$ cat src/hdl/soc_periph_pkg.sv
// SoC peripheral buffer package
// Buffer sizing, entry types and interrupt flag vectors
`default_nettype none

package soc_periph_pkg;

  // ========================================
  // UART buffer sizing
  // ========================================

  // Entries per buffer, same as the two small UART RAMs
  localparam int unsigned BUF_DEPTH  = 16;
  localparam int unsigned BUF_ADDR_W = 4;

  // Counts 0 to BUF_DEPTH inclusive
  localparam int unsigned CREDIT_W   = 5;

  // ========================================
  // Buffer entry types
  // ========================================

  typedef logic [7:0]            uart_byte_t;

  // [7:0] data, [8] parity error, [9] framing error
  typedef logic [9:0]            uart_rx_entry_t;

  typedef logic [BUF_ADDR_W-1:0] buf_addr_t;
  typedef logic [CREDIT_W-1:0]   credit_t;

  // ========================================
  // Interrupt source vectors
  // ========================================

  // One bit per I2C condition, msb first:
  // activity, gen_call, rd_req, rx_done, rx_full, rx_over,
  // rx_under, scl_stuck_at_low, smbus_clk_mext, smbus_clk_sext,
  // smbus_host_notify, smbus_quick_cmd_det, start_det, stop_det,
  // tx_abrt, tx_empty, tx_over
  typedef logic [16:0]           i2c_irq_t;

  // mst, rxf, rxo, rxu, txe, txo
  typedef logic [5:0]            spi_irq_t;

  // One per timer
  typedef logic [1:0]            timer_irq_t;

endpackage

`default_nettype wire

$ cat src/hdl/periph_buffer_ram.sv
// Small UART buffer RAM
// One write port, one read port with a registered output
`timescale 1ns/1ns
`default_nettype none

module periph_buffer_ram #(
  parameter int unsigned WIDTH = 8
) (
  input  wire                        i_periph_clk,
  input  wire                        i_periph_rst_n,
  input  wire logic                  i_wr_en,
  input  wire soc_periph_pkg::buf_addr_t i_wr_addr,
  input  wire logic [WIDTH-1:0]      i_wr_data,
  input  wire logic                  i_rd_en,
  input  wire soc_periph_pkg::buf_addr_t i_rd_addr,
  output logic [WIDTH-1:0]           o_rd_data
);
  import soc_periph_pkg::*;

  logic [WIDTH-1:0] mem [BUF_DEPTH];

  // Write port
  always_ff @(posedge i_periph_clk) begin
    if (i_wr_en) begin
      mem[i_wr_addr] <= i_wr_data;
    end
  end

  // Read data holds until the next read
  always_ff @(posedge i_periph_clk or negedge i_periph_rst_n) begin
    if (!i_periph_rst_n) begin
      o_rd_data <= '0;
    end else if (i_rd_en) begin
      o_rd_data <= mem[i_rd_addr];
    end
  end

endmodule

`default_nettype wire

$ cat src/hdl/credit_fifo.sv
// Credit-controlled UART buffer
// Writer spends credits on pushes, reader grants credits to pull entries
`timescale 1ns/1ns
`default_nettype none

module credit_fifo #(
  parameter int unsigned WIDTH = 8
) (
  input  wire                     i_periph_clk,
  input  wire                     i_periph_rst_n,
  // Write side
  input  wire logic               i_push,
  input  wire logic [WIDTH-1:0]   i_push_data,
  output logic                    o_push_credit,
  // Read side
  input  wire logic               i_out_credit,
  output logic                    o_out_valid,
  output logic [WIDTH-1:0]        o_out_data,
  // Entries held
  output soc_periph_pkg::credit_t o_level
);
  import soc_periph_pkg::*;

  buf_addr_t        wr_ptr;
  buf_addr_t        rd_ptr;
  credit_t          level_q;
  credit_t          level_d;
  credit_t          out_credit_q;
  credit_t          out_credit_d;
  logic             credit_take;
  logic             rd_launch;
  logic             valid_q;
  logic [WIDTH-1:0] rd_data;

  // ========================================
  // Launch and counter updates
  // ========================================

  // Needs an entry and a reader credit
  assign rd_launch = (level_q != '0) && (out_credit_q != '0);

  // Grants beyond BUF_DEPTH are dropped unless one is spent now
  assign credit_take = i_out_credit &&
                       ((out_credit_q != credit_t'(BUF_DEPTH)) || rd_launch);

  always_comb begin
    case ({i_push, rd_launch})
      2'b10:   level_d = level_q + credit_t'(1);
      2'b01:   level_d = level_q - credit_t'(1);
      default: level_d = level_q;
    endcase
  end

  always_comb begin
    case ({credit_take, rd_launch})
      2'b10:   out_credit_d = out_credit_q + credit_t'(1);
      2'b01:   out_credit_d = out_credit_q - credit_t'(1);
      default: out_credit_d = out_credit_q;
    endcase
  end

  // ========================================
  // Control state
  // ========================================

  always_ff @(posedge i_periph_clk or negedge i_periph_rst_n) begin
    if (!i_periph_rst_n) begin
      wr_ptr       <= '0;
      rd_ptr       <= '0;
      level_q      <= '0;
      out_credit_q <= '0;
      valid_q      <= 1'b0;
    end else begin
      if (i_push) begin
        wr_ptr <= wr_ptr + buf_addr_t'(1);
      end
      if (rd_launch) begin
        rd_ptr <= rd_ptr + buf_addr_t'(1);
      end
      level_q      <= level_d;
      out_credit_q <= out_credit_d;
      // Read data is ready one cycle after launch
      valid_q      <= rd_launch;
    end
  end

  periph_buffer_ram #(
    .WIDTH(WIDTH)
  ) u_buffer_ram (
    .i_periph_clk  (i_periph_clk),
    .i_periph_rst_n(i_periph_rst_n),
    .i_wr_en       (i_push),
    .i_wr_addr     (wr_ptr),
    .i_wr_data     (i_push_data),
    .i_rd_en       (rd_launch),
    .i_rd_addr     (rd_ptr),
    .o_rd_data     (rd_data)
  );

  // Entry leaves, so its slot goes back to the writer
  assign o_out_valid   = valid_q;
  assign o_push_credit = valid_q;
  assign o_out_data    = rd_data;
  assign o_level       = level_q;

endmodule

`default_nettype wire

$ cat src/hdl/irq_aggregator.sv
// Peripheral interrupt aggregation
// Reduces flag vectors to one line per block, all behind one register stage
`timescale 1ns/1ns
`default_nettype none

module irq_aggregator (
  input  wire                        i_periph_clk,
  input  wire                        i_periph_rst_n,
  input  wire logic                  i_gpio_irq,
  input  wire soc_periph_pkg::i2c_irq_t   i_i2c0_irq,
  input  wire soc_periph_pkg::i2c_irq_t   i_i2c1_irq,
  input  wire soc_periph_pkg::spi_irq_t   i_spi_irq,
  input  wire soc_periph_pkg::timer_irq_t i_timer_irq,
  input  wire logic                  i_emmc_irq,
  input  wire soc_periph_pkg::credit_t    i_rx_level,
  output logic                       o_gpio_irq,
  output logic                       o_uart_irq,
  output logic                       o_i2c0_irq,
  output logic                       o_i2c1_irq,
  output logic                       o_spi_irq,
  output logic                       o_timer_irq,
  output logic                       o_emmc_irq
);

  logic uart_irq;
  logic i2c0_irq;
  logic i2c1_irq;
  logic spi_irq;
  logic timer_irq;

  // UART raises while the receive buffer holds entries
  assign uart_irq  = (i_rx_level != '0);

  // Any flag of a block raises its line
  assign i2c0_irq  = |i_i2c0_irq;
  assign i2c1_irq  = |i_i2c1_irq;
  assign spi_irq   = |i_spi_irq;
  assign timer_irq = |i_timer_irq;

  // ========================================
  // Output register stage
  // ========================================

  always_ff @(posedge i_periph_clk or negedge i_periph_rst_n) begin
    if (!i_periph_rst_n) begin
      o_gpio_irq  <= 1'b0;
      o_uart_irq  <= 1'b0;
      o_i2c0_irq  <= 1'b0;
      o_i2c1_irq  <= 1'b0;
      o_spi_irq   <= 1'b0;
      o_timer_irq <= 1'b0;
      o_emmc_irq  <= 1'b0;
    end else begin
      // GPIO and eMMC pass through
      o_gpio_irq  <= i_gpio_irq;
      o_uart_irq  <= uart_irq;
      o_i2c0_irq  <= i2c0_irq;
      o_i2c1_irq  <= i2c1_irq;
      o_spi_irq   <= spi_irq;
      o_timer_irq <= timer_irq;
      o_emmc_irq  <= i_emmc_irq;
    end
  end

endmodule

`default_nettype wire

$ cat src/hdl/soc_periph.sv
// SoC peripheral block, buffered part
// UART transmit and receive buffers plus registered interrupt aggregation
`timescale 1ns/1ns
`default_nettype none

module soc_periph (
  input  wire                             i_periph_clk,
  input  wire                             i_periph_rst_n,
  // Host transmit side
  input  wire logic                       i_tx_push,
  input  wire soc_periph_pkg::uart_byte_t i_tx_data,
  output logic                            o_tx_push_credit,
  // Serial engine transmit side
  input  wire logic                       i_tx_out_credit,
  output logic                            o_tx_valid,
  output soc_periph_pkg::uart_byte_t      o_tx_data,
  // Serial engine receive side
  input  wire logic                       i_rx_push,
  input  wire soc_periph_pkg::uart_rx_entry_t i_rx_data,
  output logic                            o_rx_push_credit,
  // Host receive side
  input  wire logic                       i_rx_out_credit,
  output logic                            o_rx_valid,
  output soc_periph_pkg::uart_rx_entry_t  o_rx_data,
  // Interrupt sources
  input  wire logic                       i_gpio_irq,
  input  wire soc_periph_pkg::i2c_irq_t   i_i2c0_irq,
  input  wire soc_periph_pkg::i2c_irq_t   i_i2c1_irq,
  input  wire soc_periph_pkg::spi_irq_t   i_spi_irq,
  input  wire soc_periph_pkg::timer_irq_t i_timer_irq,
  input  wire logic                       i_emmc_irq,
  // Interrupt outputs
  output logic                            o_gpio_irq,
  output logic                            o_uart_irq,
  output logic                            o_i2c0_irq,
  output logic                            o_i2c1_irq,
  output logic                            o_spi_irq,
  output logic                            o_timer_irq,
  output logic                            o_emmc_irq
);
  import soc_periph_pkg::*;

  credit_t rx_level;

  // ========================================
  // UART buffers
  // ========================================

  credit_fifo #(
    .WIDTH($bits(uart_byte_t))
  ) tx_fifo (
    .i_periph_clk  (i_periph_clk),
    .i_periph_rst_n(i_periph_rst_n),
    .i_push        (i_tx_push),
    .i_push_data   (i_tx_data),
    .o_push_credit (o_tx_push_credit),
    .i_out_credit  (i_tx_out_credit),
    .o_out_valid   (o_tx_valid),
    .o_out_data    (o_tx_data),
    .o_level       ()
  );

  // Receive level drives the UART interrupt
  credit_fifo #(
    .WIDTH($bits(uart_rx_entry_t))
  ) rx_fifo (
    .i_periph_clk  (i_periph_clk),
    .i_periph_rst_n(i_periph_rst_n),
    .i_push        (i_rx_push),
    .i_push_data   (i_rx_data),
    .o_push_credit (o_rx_push_credit),
    .i_out_credit  (i_rx_out_credit),
    .o_out_valid   (o_rx_valid),
    .o_out_data    (o_rx_data),
    .o_level       (rx_level)
  );

  // ========================================
  // Interrupts
  // ========================================

  irq_aggregator irq_agg (
    .i_periph_clk  (i_periph_clk),
    .i_periph_rst_n(i_periph_rst_n),
    .i_gpio_irq    (i_gpio_irq),
    .i_i2c0_irq    (i_i2c0_irq),
    .i_i2c1_irq    (i_i2c1_irq),
    .i_spi_irq     (i_spi_irq),
    .i_timer_irq   (i_timer_irq),
    .i_emmc_irq    (i_emmc_irq),
    .i_rx_level    (rx_level),
    .o_gpio_irq    (o_gpio_irq),
    .o_uart_irq    (o_uart_irq),
    .o_i2c0_irq    (o_i2c0_irq),
    .o_i2c1_irq    (o_i2c1_irq),
    .o_spi_irq     (o_spi_irq),
    .o_timer_irq   (o_timer_irq),
    .o_emmc_irq    (o_emmc_irq)
  );

endmodule

`default_nettype wire

$ cat config.mk
export PLATFORM = sky130hd
export DESIGN_NAME = soc_periph
export DESIGN_NICKNAME = d
export VERILOG_FILES = /design/src/hdl/soc_periph_pkg.sv /design/src/hdl/periph_buffer_ram.sv /design/src/hdl/credit_fifo.sv /design/src/hdl/irq_aggregator.sv /design/src/hdl/soc_periph.sv
export SDC_FILE = /design/constraint.sdc
export NUM_CORES = 1
export LEC_CHECK = 0
export BUFFER_PORTS_ARGS = -buffer_cell sky130_fd_sc_hd__buf_2
export CORE_MARGIN = 5
export CORE_UTILIZATION = 45
export DETAILED_ROUTE_END_ITERATION = 7
export PLACE_DENSITY = 0.63
export REMOVE_ABC_BUFFERS = 1
export SLEW_MARGIN = 10
export SYNTH_ARGS = -nofsm -noshare
export SYNTH_HDL_FRONTEND = slang
export SYNTH_HIERARCHICAL = 1
export SYNTH_SLANG_ARGS = --single-unit
$ cat constraint.sdc
create_clock -name i_periph_clk -period 3.4 [get_ports i_periph_clk]
set_input_delay 0.68 -clock i_periph_clk [delete_from_list [all_inputs] [get_ports i_periph_clk]]
set_output_delay 0.68 -clock i_periph_clk [all_outputs]
set_load 0.02 [all_outputs]
==> impl_metrics.yaml, run 1 <==
pwr:
  cell_pwr_density_nw_per_um2: 867.8
  leak_pwr_nw: 5.952
  vdd.ir_drop.worst_v: 0.0005182
cts:
  numCtsBuffers: 38
  clock_tree.root_cell: "sky130_fd_sc_hd__clkbuf_16"
  ctsHtreeMaxLevel: 2
  cts_tree: "built"
  tritoncts_num_sinks: 351
  maximum_buffer_depth_of_the_clock_tree: 3
  setup_fix_buffers_added_after_clock_tree_synthesis: 0
  cts.clk_slew.worst_paths_ps: 60
  clock_network_latency_to_the_later_pin_of_the_worst_skew_pair_ps: 530
  ctsResizeCount: 0
  cts.hold.buffers_added: 0
setup_path:
  critical_path.max_stage_delay_ps: 600
  cp.required_ps: 3830
  critical_path.slowest_cell: "sky130_fd_sc_hd__or4_4"
  timing.critical_path.fanout_max: 9
  worstPathCellList: "or4_4, nor2_8, nor2_4, ha_1, ha_1, or4b_1, o22ai_1, a31oi_1, a21oi_1, xor2_1"
  critPathArrivalTime_ps: 3360
  setup_crit_start_kind: "flip-flop"
  setup.worst_path.end_class: "flip-flop"
  critPathKind: "flip-flop to flip-flop"
  crit_top_cell: "sky130_fd_sc_hd__ha_1"
job:
  maxCapViolCount: 0
layout:
  area_delta_synth_final_pct: 15.18
  layout.cells.most_common: "sky130_fd_sc_hd__edfxtp_1"
  diodes: 0
  final_net_count: 989
  layout-drive-gt1-share_pct: 27.82
  commonest_non_fill_non_tap_cells_in_the_layout: "288 x sky130_fd_sc_hd__edfxtp_1, 95 x sky130_fd_sc_hd__buf_2, 61 x sky130_fd_sc_hd__dfrtp_1, 53 x sky130_fd_sc_hd__nor2_1"
placed_design:
  pre_cts_setup_slack_ps: 490.5
  port-buffer-count: 96
  gpl.final_weighted_congestion: 0.7799
  dp_hpwl_mm: 18.06
logic_synthesis:
  postSynthRegisterBits: 351
  post_synth_instance_area_um2: 14630
  synth_top_flop_cell: "sky130_fd_sc_hd__edfxtp_1"
  synth.lib_cells_used.distinct: 65
  synthesis.area_per_instance_um2: 19.08
  post_synthesis_async_set_or_reset_flop_share_pct: 17.95
  yosysWarningCount: 6
  synth_sequential_area_ratio_pct: 69.87
  synth_enable_flop_cells: 288
  synth_cells: 767
grt:
  antenna_found_initial: 2
  top_usage_layer: "met2"
  globalRouteMet3Util_pct: 2.783
  grt_max_degree: 64
  groute.layer.met1.usage_pct: 21.79
  grt_use_total_pct: 15.89
  met2_capacity_usage_during_global_routing_pct: 26.83
  first_global_vias: 7702
  first_pass_grt_wire_length_mm: 44.48
  grt.overflow.total: 0
sta:
  tightestPinTransition_ps: 897.8
  worst_slack_ps: 474.5
  finalCritPeriodShare_pct: 86.04
  layout_min_cycle_time_ps: 2925
  clock.fmax_mhz: 341.8
  setup-tns-final_ps: 0
  setup_viol: 0
  finalClockSkew_ps: 23.36
  hold_viol_final: 0
  rsz0062_at_grt: "no"
  timing_max_transition_violations_final: 0
  slew-limit-headroom_pct: 40.15
floorplanning:
  fp.dieH_um: 190.3
  rows: 66
  dieArea_um2: 36230
  floorplan.io_pins: 97
  core_region_area_um2: 32290
  start_util_pct: 45.32
  dieWidth_um: 190.3
detailed_routing:
  number_of_design_rule_violations_left_by_the_first_detailed_router_iteration: 502
  drcViolationCount: 0
  vias_per_cell: 5.330
  detail_route.wirelength_mm: 28.47
  final_antenna_net_count: 0
  route.detailed.wl_per_inst_um: 20.73
  vias: 7318
  first_pass_iters: 4
hold_path:
  hold_crit_path_type: "primary input to flip-flop"
outcome:
  status: "completed"
[kinds of logic after synthesis]
family,count (synthesis),share of synthesized area (%)
DFF,351,69.87
AOI/OAI and AO/OA,76,4.249
buffers and inverters,45,2.745
muxes,97,13.84
adders and majority gates,20,1.813
xor gates and xnor gates,31,1.907
and+or+nand+nor,147,5.575
[per-layer routing]
| metal | wire (um) | vias to the layer above | part of all wire, % |
|---|---|---|---|
| li1 | - | 3395 | - |
| met1 | 12480 | 3723 | 44 |
| met2 | 14160 | 152 | 50 |
| met3 | 1332 | 44 | 4.7 |
| met4 | 472 | 4 | 1.7 |
| met5 | 27 | - | 0.095 |
[metrics by stage]
stage	power [W]	hold WS, ps	instance area, um^2	instances	utilization, %
finish	0.01463	280.8	16860	1373	52.20
floorplan	0.009180	384.4	14270	733	-
detailed placement	0.01060	525.6	15550	1303	48.17
global route	0.01544	264.2	16860	1373	52.20
CTS	0.01485	257.4	16860	1373	52.20
global placement	0.01051	507.7	15550	1303	48.17
[power by group]
part	internal (W)	switching [W]	total, W	leakage [nW]
Combinational	0.00210	0.00224	0.00434	2.02
Clock	0.00257	0.00162	0.00419	0.617
Sequential	0.00541	0.000684	0.00610	3.32
Total	0.0101	0.00454	0.0146	5.95
[flip-flops by register name, summed over array words and instances (netlist names), 5 cells and up]
| name | flops |
|---|---|
| rx_fifo/out_credit_q | 5 |
| tx_fifo/out_credit_q | 5 |
| tx_fifo/u_buffer_ram/o_rd_data | 8 |
| tx_fifo/o_level | 5 |
| rx_fifo/o_level | 5 |
| rx_fifo/u_buffer_ram/mem | 160 |
| rx_fifo/u_buffer_ram/o_rd_data | 10 |
| tx_fifo/u_buffer_ram/mem | 128 |
[cell type report]
| type | instances | area, um^2 |
|---|---|---|
| inverters | 11 | 41.29 |
| flip-flops and latches | 351 | 10230 |
| fillers | 2610 | 15430 |
| repair buffers | 128 | 723.2 |
| multi-input cells | 371 | 4010 |
| clock inverters | 18 | 246.5 |
| clock buffers | 52 | 1055 |
| well taps | 442 | 553.0 |
[critical path: cells and delay by family (launching register included)]
kind | cells | cell delay [ps]
AND/OR/NAND/NOR | 4 | 1330
AO/OA/AOI/OAI | 3 | 400
adder cells (fa/ha/maj) | 2 | 540
flip-flops | 1 | 450
XOR/XNOR | 1 | 150
[synthesized netlist by cell type, types with 3 or more instances]
master,instances,area share (%)
sky130_fd_sc_hd__edfxtp_1,288,59
sky130_fd_sc_hd__dfrtp_1,63,11
sky130_fd_sc_hd__nor2_1,54,1.4
sky130_fd_sc_hd__mux4_1,39,7.0
sky130_fd_sc_hd__mux4_2,33,5.1
sky130_fd_sc_hd__mux2i_1,19,1.3
sky130_fd_sc_hd__nand2_1,19,0.49
sky130_fd_sc_hd__o22ai_1,19,0.81
sky130_fd_sc_hd__ha_1,18,1.5
sky130_fd_sc_hd__xnor2_1,15,0.90
sky130_fd_sc_hd__xor2_1,15,0.90
sky130_fd_sc_hd__inv_1,11,0.28
sky130_fd_sc_hd__nor3_1,11,0.38
sky130_fd_sc_hd__a21oi_1,10,0.34
sky130_fd_sc_hd__a221oi_2,10,1.0
sky130_fd_sc_hd__buf_6,10,0.77
sky130_fd_sc_hd__nand2b_1,10,0.43
sky130_fd_sc_hd__a221oi_1,9,0.54
sky130_fd_sc_hd__clkbuf_8,8,0.75
sky130_fd_sc_hd__nand3_1,7,0.24
sky130_fd_sc_hd__nor4_1,7,0.30
sky130_fd_sc_hd__mux2_2,6,0.46
sky130_fd_sc_hd__nand4_1,6,0.26
sky130_fd_sc_hd__a31oi_1,5,0.21
sky130_fd_sc_hd__buf_1,4,0.10
sky130_fd_sc_hd__buf_4,4,0.21
sky130_fd_sc_hd__nand3b_1,4,0.21
sky130_fd_sc_hd__o21ai_0,4,0.14
sky130_fd_sc_hd__buf_2,3,0.10
sky130_fd_sc_hd__nor2_4,3,0.23
sky130_fd_sc_hd__or2_2,3,0.13
sky130_fd_sc_hd__or4_1,3,0.15
sky130_fd_sc_hd__or4_4,3,0.23
[worst paths after layout]
path                            slack [ps]                                  end  depth (start not counted)                                 from
worst max register to register         470       tx_fifo/o_level[4]$_DFFE_PN0P_                         10       tx_fifo/o_level[1]$_DFFE_PN0P_
min in group asynchronous              290        tx_fifo/wr_ptr[2]$_DFFE_PN0P_                          1                       i_periph_rst_n
worst max-delay path                   470       tx_fifo/o_level[4]$_DFFE_PN0P_                         10       tx_fifo/o_level[1]$_DFFE_PN0P_
worst min-delay path                   280         irq_agg/o_gpio_irq$_DFF_PN0_                          1                           i_gpio_irq
worst min register to register         540  rx_fifo/out_credit_q[2]$_DFFE_PN0P_                          1  rx_fifo/out_credit_q[2]$_DFFE_PN0P_
max in group asynchronous             2490        rx_fifo/rd_ptr[2]$_DFFE_PN0N_                          1                       i_periph_rst_n
Power figures use the tool's default switching activity.
==> inputs of run 2 (changes only) <==
Settings changed: PLACE_DENSITY 0.63 to 0.66.
Clock period 3.4 ns to 2.55 ns, I/O delays scaled along.
==> impl_metrics.yaml, run 2 (synthesized netlist as in run 1, its figures left out) <==
detailed_routing:
  top_layer_reached_by_signal_wires: "met4"
  detail_route.wirelength_mm: 29.26
  wirelength_met1_mm: 12.24
  final_antenna_net_count: 0
  first_pass_iters: 6
  met3_wirelength_mm: 1.651
  drcViolationCount: 0
  number_of_design_rule_violations_left_by_the_first_detailed_router_iteration: 531
  vias: 7727
  route.detailed.wl_per_inst_um: 20.48
  met2_length_mm: 15.01
  vias_per_cell: 5.407
floorplanning:
  dieArea_um2: 36230
  dieWidth_um: 190.3
  start_util_pct: 45.32
  core_region_area_um2: 32290
  rows: 66
  floorplan.io_pins: 97
  fp.dieH_um: 190.3
setup_path:
  reg2reg_slack_ps: -50
  critPathArrivalTime_ps: 3040
  cp.required_ps: 2990
  critical_path.max_stage_delay_ps: 570
  worstPathCellList: "or4_4, nor2_8, nor2_2, ha_2, xor2_1, ha_2, o31a_1, or3_1, a31oi_1, xor2_1"
  setup.worst_path.end_class: "flip-flop"
  setup_crit_start_kind: "flip-flop"
  path_buf_inv: 0
  critPathKind: "flip-flop to flip-flop"
  critical-path-top-delay-family: "simple AND/OR/NAND/NOR gates"
  critical_path.slowest_cell: "sky130_fd_sc_hd__or4_4"
  timing.critical_path.fanout_max: 3
layout:
  layout.cells.most_common: "sky130_fd_sc_hd__edfxtp_1"
  largest_register: "rx_fifo/u_buffer_ram/mem"
  area_delta_synth_final_pct: 19.23
  fill_cells: 2545
  layout-drive-gt1-share_pct: 34.65
  diodes: 0
  final_net_count: 1045
  largest_reg_flops: 160
  multi_input_comb_area_um2: 4178
  layout.area.seq_um2: 10230
  layout_top_registers: "rx_fifo/u_buffer_ram/mem x160, tx_fifo/u_buffer_ram/mem x128, rx_fifo/u_buffer_ram/o_rd_data x10"
  commonest_non_fill_non_tap_cells_in_the_layout: "288 x sky130_fd_sc_hd__edfxtp_1, 95 x sky130_fd_sc_hd__buf_2, 86 x sky130_fd_sc_hd__buf_4, 61 x sky130_fd_sc_hd__dfrtp_1, 49 x sky130_fd_sc_hd__nor2_1"
pwr:
  combPwrFrac_pct: 33.6
  cell_internal_pwr_w: 0.01394
  leak_pwr_nw: 6.259
  switching_share_pct: 31.15
  clock_power_share_pct: 27.4
  total_switching_power_w: 0.006307
  vdd.ir_drop.worst_v: 0.0007847
  post-layout-total-power_w: 0.02025
  pwr-share-seq_pct: 39.0
  cell_pwr_density_nw_per_um2: 1160
grt:
  first_global_vias: 7987
  grt.overflow.total: 0
  antenna_found_initial: 0
  first_pass_grt_wire_length_mm: 45.05
  grt_max_degree: 64
  grt_use_total_pct: 16.10
sta:
  tightestPinTransition_ps: 870.3
  clock.fmax_mhz: 384.3
  finalCritPeriodShare_pct: 102.0
  finalClockSkew_ps: 23.87
  hold_viol_final: 0
  setup-tns-final_ps: -52.18
  worst_slack_ps: -52.18
  timing_max_transition_violations_final: 0
  rsz0062_at_grt: "yes"
  slew-limit-headroom_pct: 41.98
  setup_viol: 1
  layout_min_cycle_time_ps: 2602
outcome:
  status: "finished, violations left"
  violations: "negative setup slack"
placed_design:
  port-buffer-count: 96
  pre_cts_setup_slack_ps: -109.0
  dp_hpwl_mm: 18.66
  gpl.final_weighted_congestion: 0.7452
cts:
  maximum_buffer_depth_of_the_clock_tree: 3
  ctsHtreeMaxLevel: 2
  clock_network_latency_to_the_later_pin_of_the_worst_skew_pair_ps: 530
  cts.hold.buffers_added: 0
  cts.clk_slew.worst_paths_ps: 60
  tritoncts_num_sinks: 351
  clock_tree.root_cell: "sky130_fd_sc_hd__clkbuf_16"
  numCtsBuffers: 38
  cts_tree: "built"
job:
  maxCapViolCount: 0
hold_path:
  hold_crit_path_type: "primary input to flip-flop"
[run 2: power groups by stage]
stage / registers (W) / logic [W] / clock network [W]
after floorplan: 0.00841 / 0.00383 / 0
after global placement: 0.00797 / 0.00636 / 0
after detailed placement: 0.00801 / 0.00647 / 0
after CTS: 0.00790 / 0.00661 / 0.00567
after global routing: 0.00802 / 0.00740 / 0.00591
final: 0.00790 / 0.00680 / 0.00554
[run 2: worst register-to-register path: stages, from the launching register on]
cell                      delay, ps
sky130_fd_sc_hd__dfrtp_1        370
sky130_fd_sc_hd__or4_4          570
sky130_fd_sc_hd__nor2_8         140
sky130_fd_sc_hd__nor2_2          60
sky130_fd_sc_hd__ha_2           170
sky130_fd_sc_hd__xor2_1         140
sky130_fd_sc_hd__ha_2           190
sky130_fd_sc_hd__o31a_1         230
sky130_fd_sc_hd__or3_1          320
sky130_fd_sc_hd__a31oi_1        170
sky130_fd_sc_hd__xor2_1         150
[run 2: through the flow]
step           area (um^2)  std cells  util (%)  hold slack, ps
2_1_floorplan        14270        733         -           214.4
3_3_place_gp         15900       1349     49.24           512.3
3_5_place_dp         15900       1349     49.24           527.3
4_1_cts              17270       1421     53.49           78.52
5_1_grt              17450       1429     54.04           85.98
6_report             17450       1429     54.04           99.97
[run 2: area by class of cell]
class,instances,share of cell area [%]
Timing Repair Buffer,184,6.640
Clock inverter,19,1.427
Multi-Input combinational cell,371,23.94
Tap cell,442,3.170
Clock buffer,51,5.966
Sequential cell,351,58.62
Inverter,11,0.2366
[run 2: path summary, 6_finish.rpt]
kind                                           startpoint  cells after the start                                            end
max reg2reg                rx_fifo/o_level[2]$_DFFE_PN0P_                     10                 rx_fifo/o_level[4]$_DFFE_PN0P_
max in group asynchronous                  i_periph_rst_n                      1                  rx_fifo/rd_ptr[0]$_DFFE_PN0N_
min reg2reg                tx_fifo/o_level[3]$_DFFE_PN0P_                      2                 tx_fifo/o_level[3]$_DFFE_PN0P_
max                        rx_fifo/o_level[2]$_DFFE_PN0P_                     10                 rx_fifo/o_level[4]$_DFFE_PN0P_
min in group asynchronous                  i_periph_rst_n                      1  tx_fifo/u_buffer_ram/o_rd_data[3]$_DFFE_PN0P_
min                                            i_gpio_irq                      1                   irq_agg/o_gpio_irq$_DFF_PN0_
[run 2: routing by layer]
metal,vias to the layer above,track usage (%)
li1,3515,-
met1,3981,21.62
met2,198,27.82
met3,33,2.856
met4,0,3.508
met5,-,0
[run 2: timing repair]
item	CTS	global route
pin swaps	10	9
setup buffers	2	8
resized for setup	14	22
endpoints found under the setup margin	4	4
==> inputs of run 3 (changes only) <==
Settings changed: ABC_AREA set to 1, CORE_ASPECT_RATIO set to 1.4, PLACE_DENSITY 0.66 to 0.65.
==> impl_metrics.yaml, run 3 <==
setup_path:
  cp.required_ps: 2950
  worstPathCellList: "nor2_2, nand3_2, nand2_4, inv_6, ha_1, inv_1, nand2_1, nand2_1, ha_1, inv_1, nand2_1, nand3_1, nand3b_1, nand2_1, nand2_1, nand2_1"
  timing.critical_path.fanout_max: 19
  timing.reg2reg.worst_path_depth: 16
  setup_crit_start_kind: "flip-flop"
  setup.worst_path.end_class: "flip-flop"
  critical_path.slowest_cell: "sky130_fd_sc_hd__dfrtp_1"
  worstReg2RegStart: "rx_fifo/o_level[0]$_DFFE_PN0P_"
  crit_top_cell: "sky130_fd_sc_hd__nand2_1"
  reg2reg_slack_ps: 350
  critPathArrivalTime_ps: 2600
  critPathKind: "flip-flop to flip-flop"
  worstReg2RegEnd: "rx_fifo/o_level[4]$_DFFE_PN0P_"
  critical_path.max_stage_delay_ps: 440
layout:
  diodes: 0
  final_net_count: 1611
  commonest_non_fill_non_tap_cells_in_the_layout: "537 x sky130_fd_sc_hd__nand2_1, 288 x sky130_fd_sc_hd__edfxtp_1, 247 x sky130_fd_sc_hd__nand3_1, 95 x sky130_fd_sc_hd__buf_2, 62 x sky130_fd_sc_hd__nor2_1"
  area_delta_synth_final_pct: 12.84
  fill_cells: 2994
  layout.cells.most_common: "sky130_fd_sc_hd__nand2_1"
  post-route-util_pct: 51.61
  layout_top_registers: "rx_fifo/u_buffer_ram/mem x160, tx_fifo/u_buffer_ram/mem x128, rx_fifo/u_buffer_ram/o_rd_data x10"
  layout.area.seq_um2: 10230
  largest_register: "rx_fifo/u_buffer_ram/mem"
  layout-drive-gt1-share_pct: 14.40
  largest_reg_flops: 160
  multi_input_comb_area_um2: 4307
pwr:
  combPwrFrac_pct: 38.0
  total_switching_power_w: 0.007942
  switching_share_pct: 39.09
  clock_power_share_pct: 23.7
  pwr-share-seq_pct: 38.3
  cell_pwr_density_nw_per_um2: 1178
  leak_pwr_nw: 7.060
  post-layout-total-power_w: 0.02032
  cell_internal_pwr_w: 0.01238
  vdd.ir_drop.worst_v: 0.0007117
sta:
  setup_viol: 0
  hold_viol_final: 0
  finalCritPeriodShare_pct: 86.33
  tightestPinTransition_ps: 839.9
  layout_min_cycle_time_ps: 2201
  slew-limit-headroom_pct: 43.80
  setup-tns-final_ps: 0
  timing_max_transition_violations_final: 0
  finalClockSkew_ps: 10.01
  clock.fmax_mhz: 454.3
  fin_hold_ws_ps: 104.8
  rsz0062_at_grt: "no"
outcome:
  status: "completed"
logic_synthesis:
  synth_sequential_area_ratio_pct: 66.92
  yosys_top_cell_by_area: "sky130_fd_sc_hd__edfxtp_1"
  synthesis.area_per_instance_um2: 10.87
  post_synth_instance_area_um2: 15280
  synth.lib_cells_used.distinct: 36
  post_synthesis_async_set_or_reset_flop_share_pct: 17.95
  post-synth-top-area-fraction_pct: 56.60
  yosys.cell_count.top_type: "sky130_fd_sc_hd__nand2_1"
  synth_enable_flop_cells: 288
  postSynthRegisterBits: 351
  synth.top_cells.by_area: "sky130_fd_sc_hd__edfxtp_1 57%, sky130_fd_sc_hd__nand2_1 13%, sky130_fd_sc_hd__dfrtp_1 10%, sky130_fd_sc_hd__nand3_1 8.1%, sky130_fd_sc_hd__nor2_1 1.5%"
  synth_cells: 1406
  synth.top_cells.by_count: "537 x sky130_fd_sc_hd__nand2_1, 288 x sky130_fd_sc_hd__edfxtp_1, 247 x sky130_fd_sc_hd__nand3_1, 63 x sky130_fd_sc_hd__dfrtp_1, 62 x sky130_fd_sc_hd__nor2_1"
  synth_top_flop_cell: "sky130_fd_sc_hd__edfxtp_1"
  yosysWarningCount: 6
grt:
  antenna_found_initial: 0
  grt_max_degree: 81
  first_pass_grt_wire_length_mm: 55.33
  grt_use_total_pct: 18.08
  first_global_vias: 10150
  grt.overflow.total: 0
floorplanning:
  dieArea_um2: 37790
  fp.dieH_um: 228.0
  dieWidth_um: 165.7
  start_util_pct: 45.73
  rows: 79
  core_region_area_um2: 33410
  floorplan.io_pins: 97
cts:
  ctsHtreeMaxLevel: 2
  clock_network_latency_to_the_later_pin_of_the_worst_skew_pair_ps: 510
  ctsResizeCount: 0
  tritoncts_num_sinks: 351
  maximum_buffer_depth_of_the_clock_tree: 3
  clock_tree.root_cell: "sky130_fd_sc_hd__clkbuf_16"
  setup_fix_buffers_added_after_clock_tree_synthesis: 0
  numCtsBuffers: 35
  cts_tree: "built"
  cts.clk_slew.worst_paths_ps: 60
placed_design:
  dp_hpwl_mm: 22.38
  port-buffer-count: 96
  gpl.final_weighted_congestion: 0.8842
detailed_routing:
  detail_route.wirelength_mm: 34.29
  route.detailed.wl_per_inst_um: 17.19
  number_of_design_rule_violations_left_by_the_first_detailed_router_iteration: 743
  vias: 10180
  final_antenna_net_count: 0
  drcViolationCount: 0
  vias_per_cell: 5.103
  first_pass_iters: 5
hold_path:
  hold_crit_path_type: "primary input to flip-flop"
  holdPathEnd: "irq_agg/o_gpio_irq$_DFF_PN0_"
  worstHoldStart: "i_gpio_irq"
  hold_depth: 1
job:
  maxCapViolCount: 0
==> run 3: worst max-delay path: cells and delay by family, from the launching register on <==
family | cells | cell delay (ps)
DFF | 1 | 440
and+or+nand+nor | 11 | 970
buffers and inverters | 3 | 250
adders and majority gates | 2 | 420
==> run 3: final cells by class <==
cell class,instances,area share (%)
clock buffer,46,5.740
timing repair buffer,139,4.761
tap,445,3.229
sequential,351,59.32
multi-input combinational,936,24.98
clock inverter,17,0.5660
inverter,60,1.408
==> run 3: through the flow <==
stage	std cells	setup WS [ps]	instance area, um^2
finish	1994	348.7	17240
global placement	1930	411.4	16140
CTS	1994	362.2	17240
detailed placement	1930	378.2	16140
floorplan	1347	-90.36	14770
global route	1994	152.0	17240
==> run 3: power by group through the flow <==
stage | sequential [W] | combinational, W | clock (W)
floorplan | 0.00835 | 0.00467 | 0
global placement | 0.00785 | 0.00758 | 0
detailed placement | 0.00788 | 0.00777 | 0
CTS | 0.00777 | 0.00780 | 0.00498
global route | 0.00787 | 0.00872 | 0.00520
finish | 0.00778 | 0.00772 | 0.00483
==> run 3: worst max path at each step <==
stage | cells past startpoint | from | to
4_1_cts | 16 | rx_fifo/o_level[0]$_DFFE_PN0P_ | rx_fifo/o_level[4]$_DFFE_PN0P_
5_1_grt | 16 | tx_fifo/o_level[0]$_DFFE_PN0P_ | tx_fifo/o_level[4]$_DFFE_PN0P_
2_1_floorplan | 9 | tx_fifo/rd_ptr[0]$_DFFE_PN0N_ | tx_fifo/u_buffer_ram/o_rd_data[1]$_DFFE_PN0P_
3_5_place_dp | 16 | rx_fifo/o_level[0]$_DFFE_PN0P_ | rx_fifo/o_level[4]$_DFFE_PN0P_
3_3_place_gp | 17 | rx_fifo/o_level[0]$_DFFE_PN0P_ | rx_fifo/o_level[4]$_DFFE_PN0P_
6_report | 16 | rx_fifo/o_level[0]$_DFFE_PN0P_ | rx_fifo/o_level[4]$_DFFE_PN0P_
==> run 3: cells by family after synthesis <==
group                      after synthesis  synth area share, %
DFF                                    351                66.92
buffers and inverters                  119                4.897
xor gates and xnor gates                20                1.146
adders and majority gates               20                1.736
AOI/OAI and AO/OA                       18               0.7206
and+or+nand+nor                        878                24.58
==> run 3: layer usage <==
metal	part of all wire (%)	routed length, um	vias up	global-route usage, %
met5	0	0	-	0
met4	3.5	1207	0	6.835
met3	4.7	1607	68	2.837
met2	52	17820	269	32.40
met1	40	13650	4868	21.98
li1	-	-	4970	-
==> run 3: what timing repair did <==
action                                  CTS  global route
endpoints found under the setup margin    0             0
hold endpoints to repair                 30             0
hold buffers                              1             0
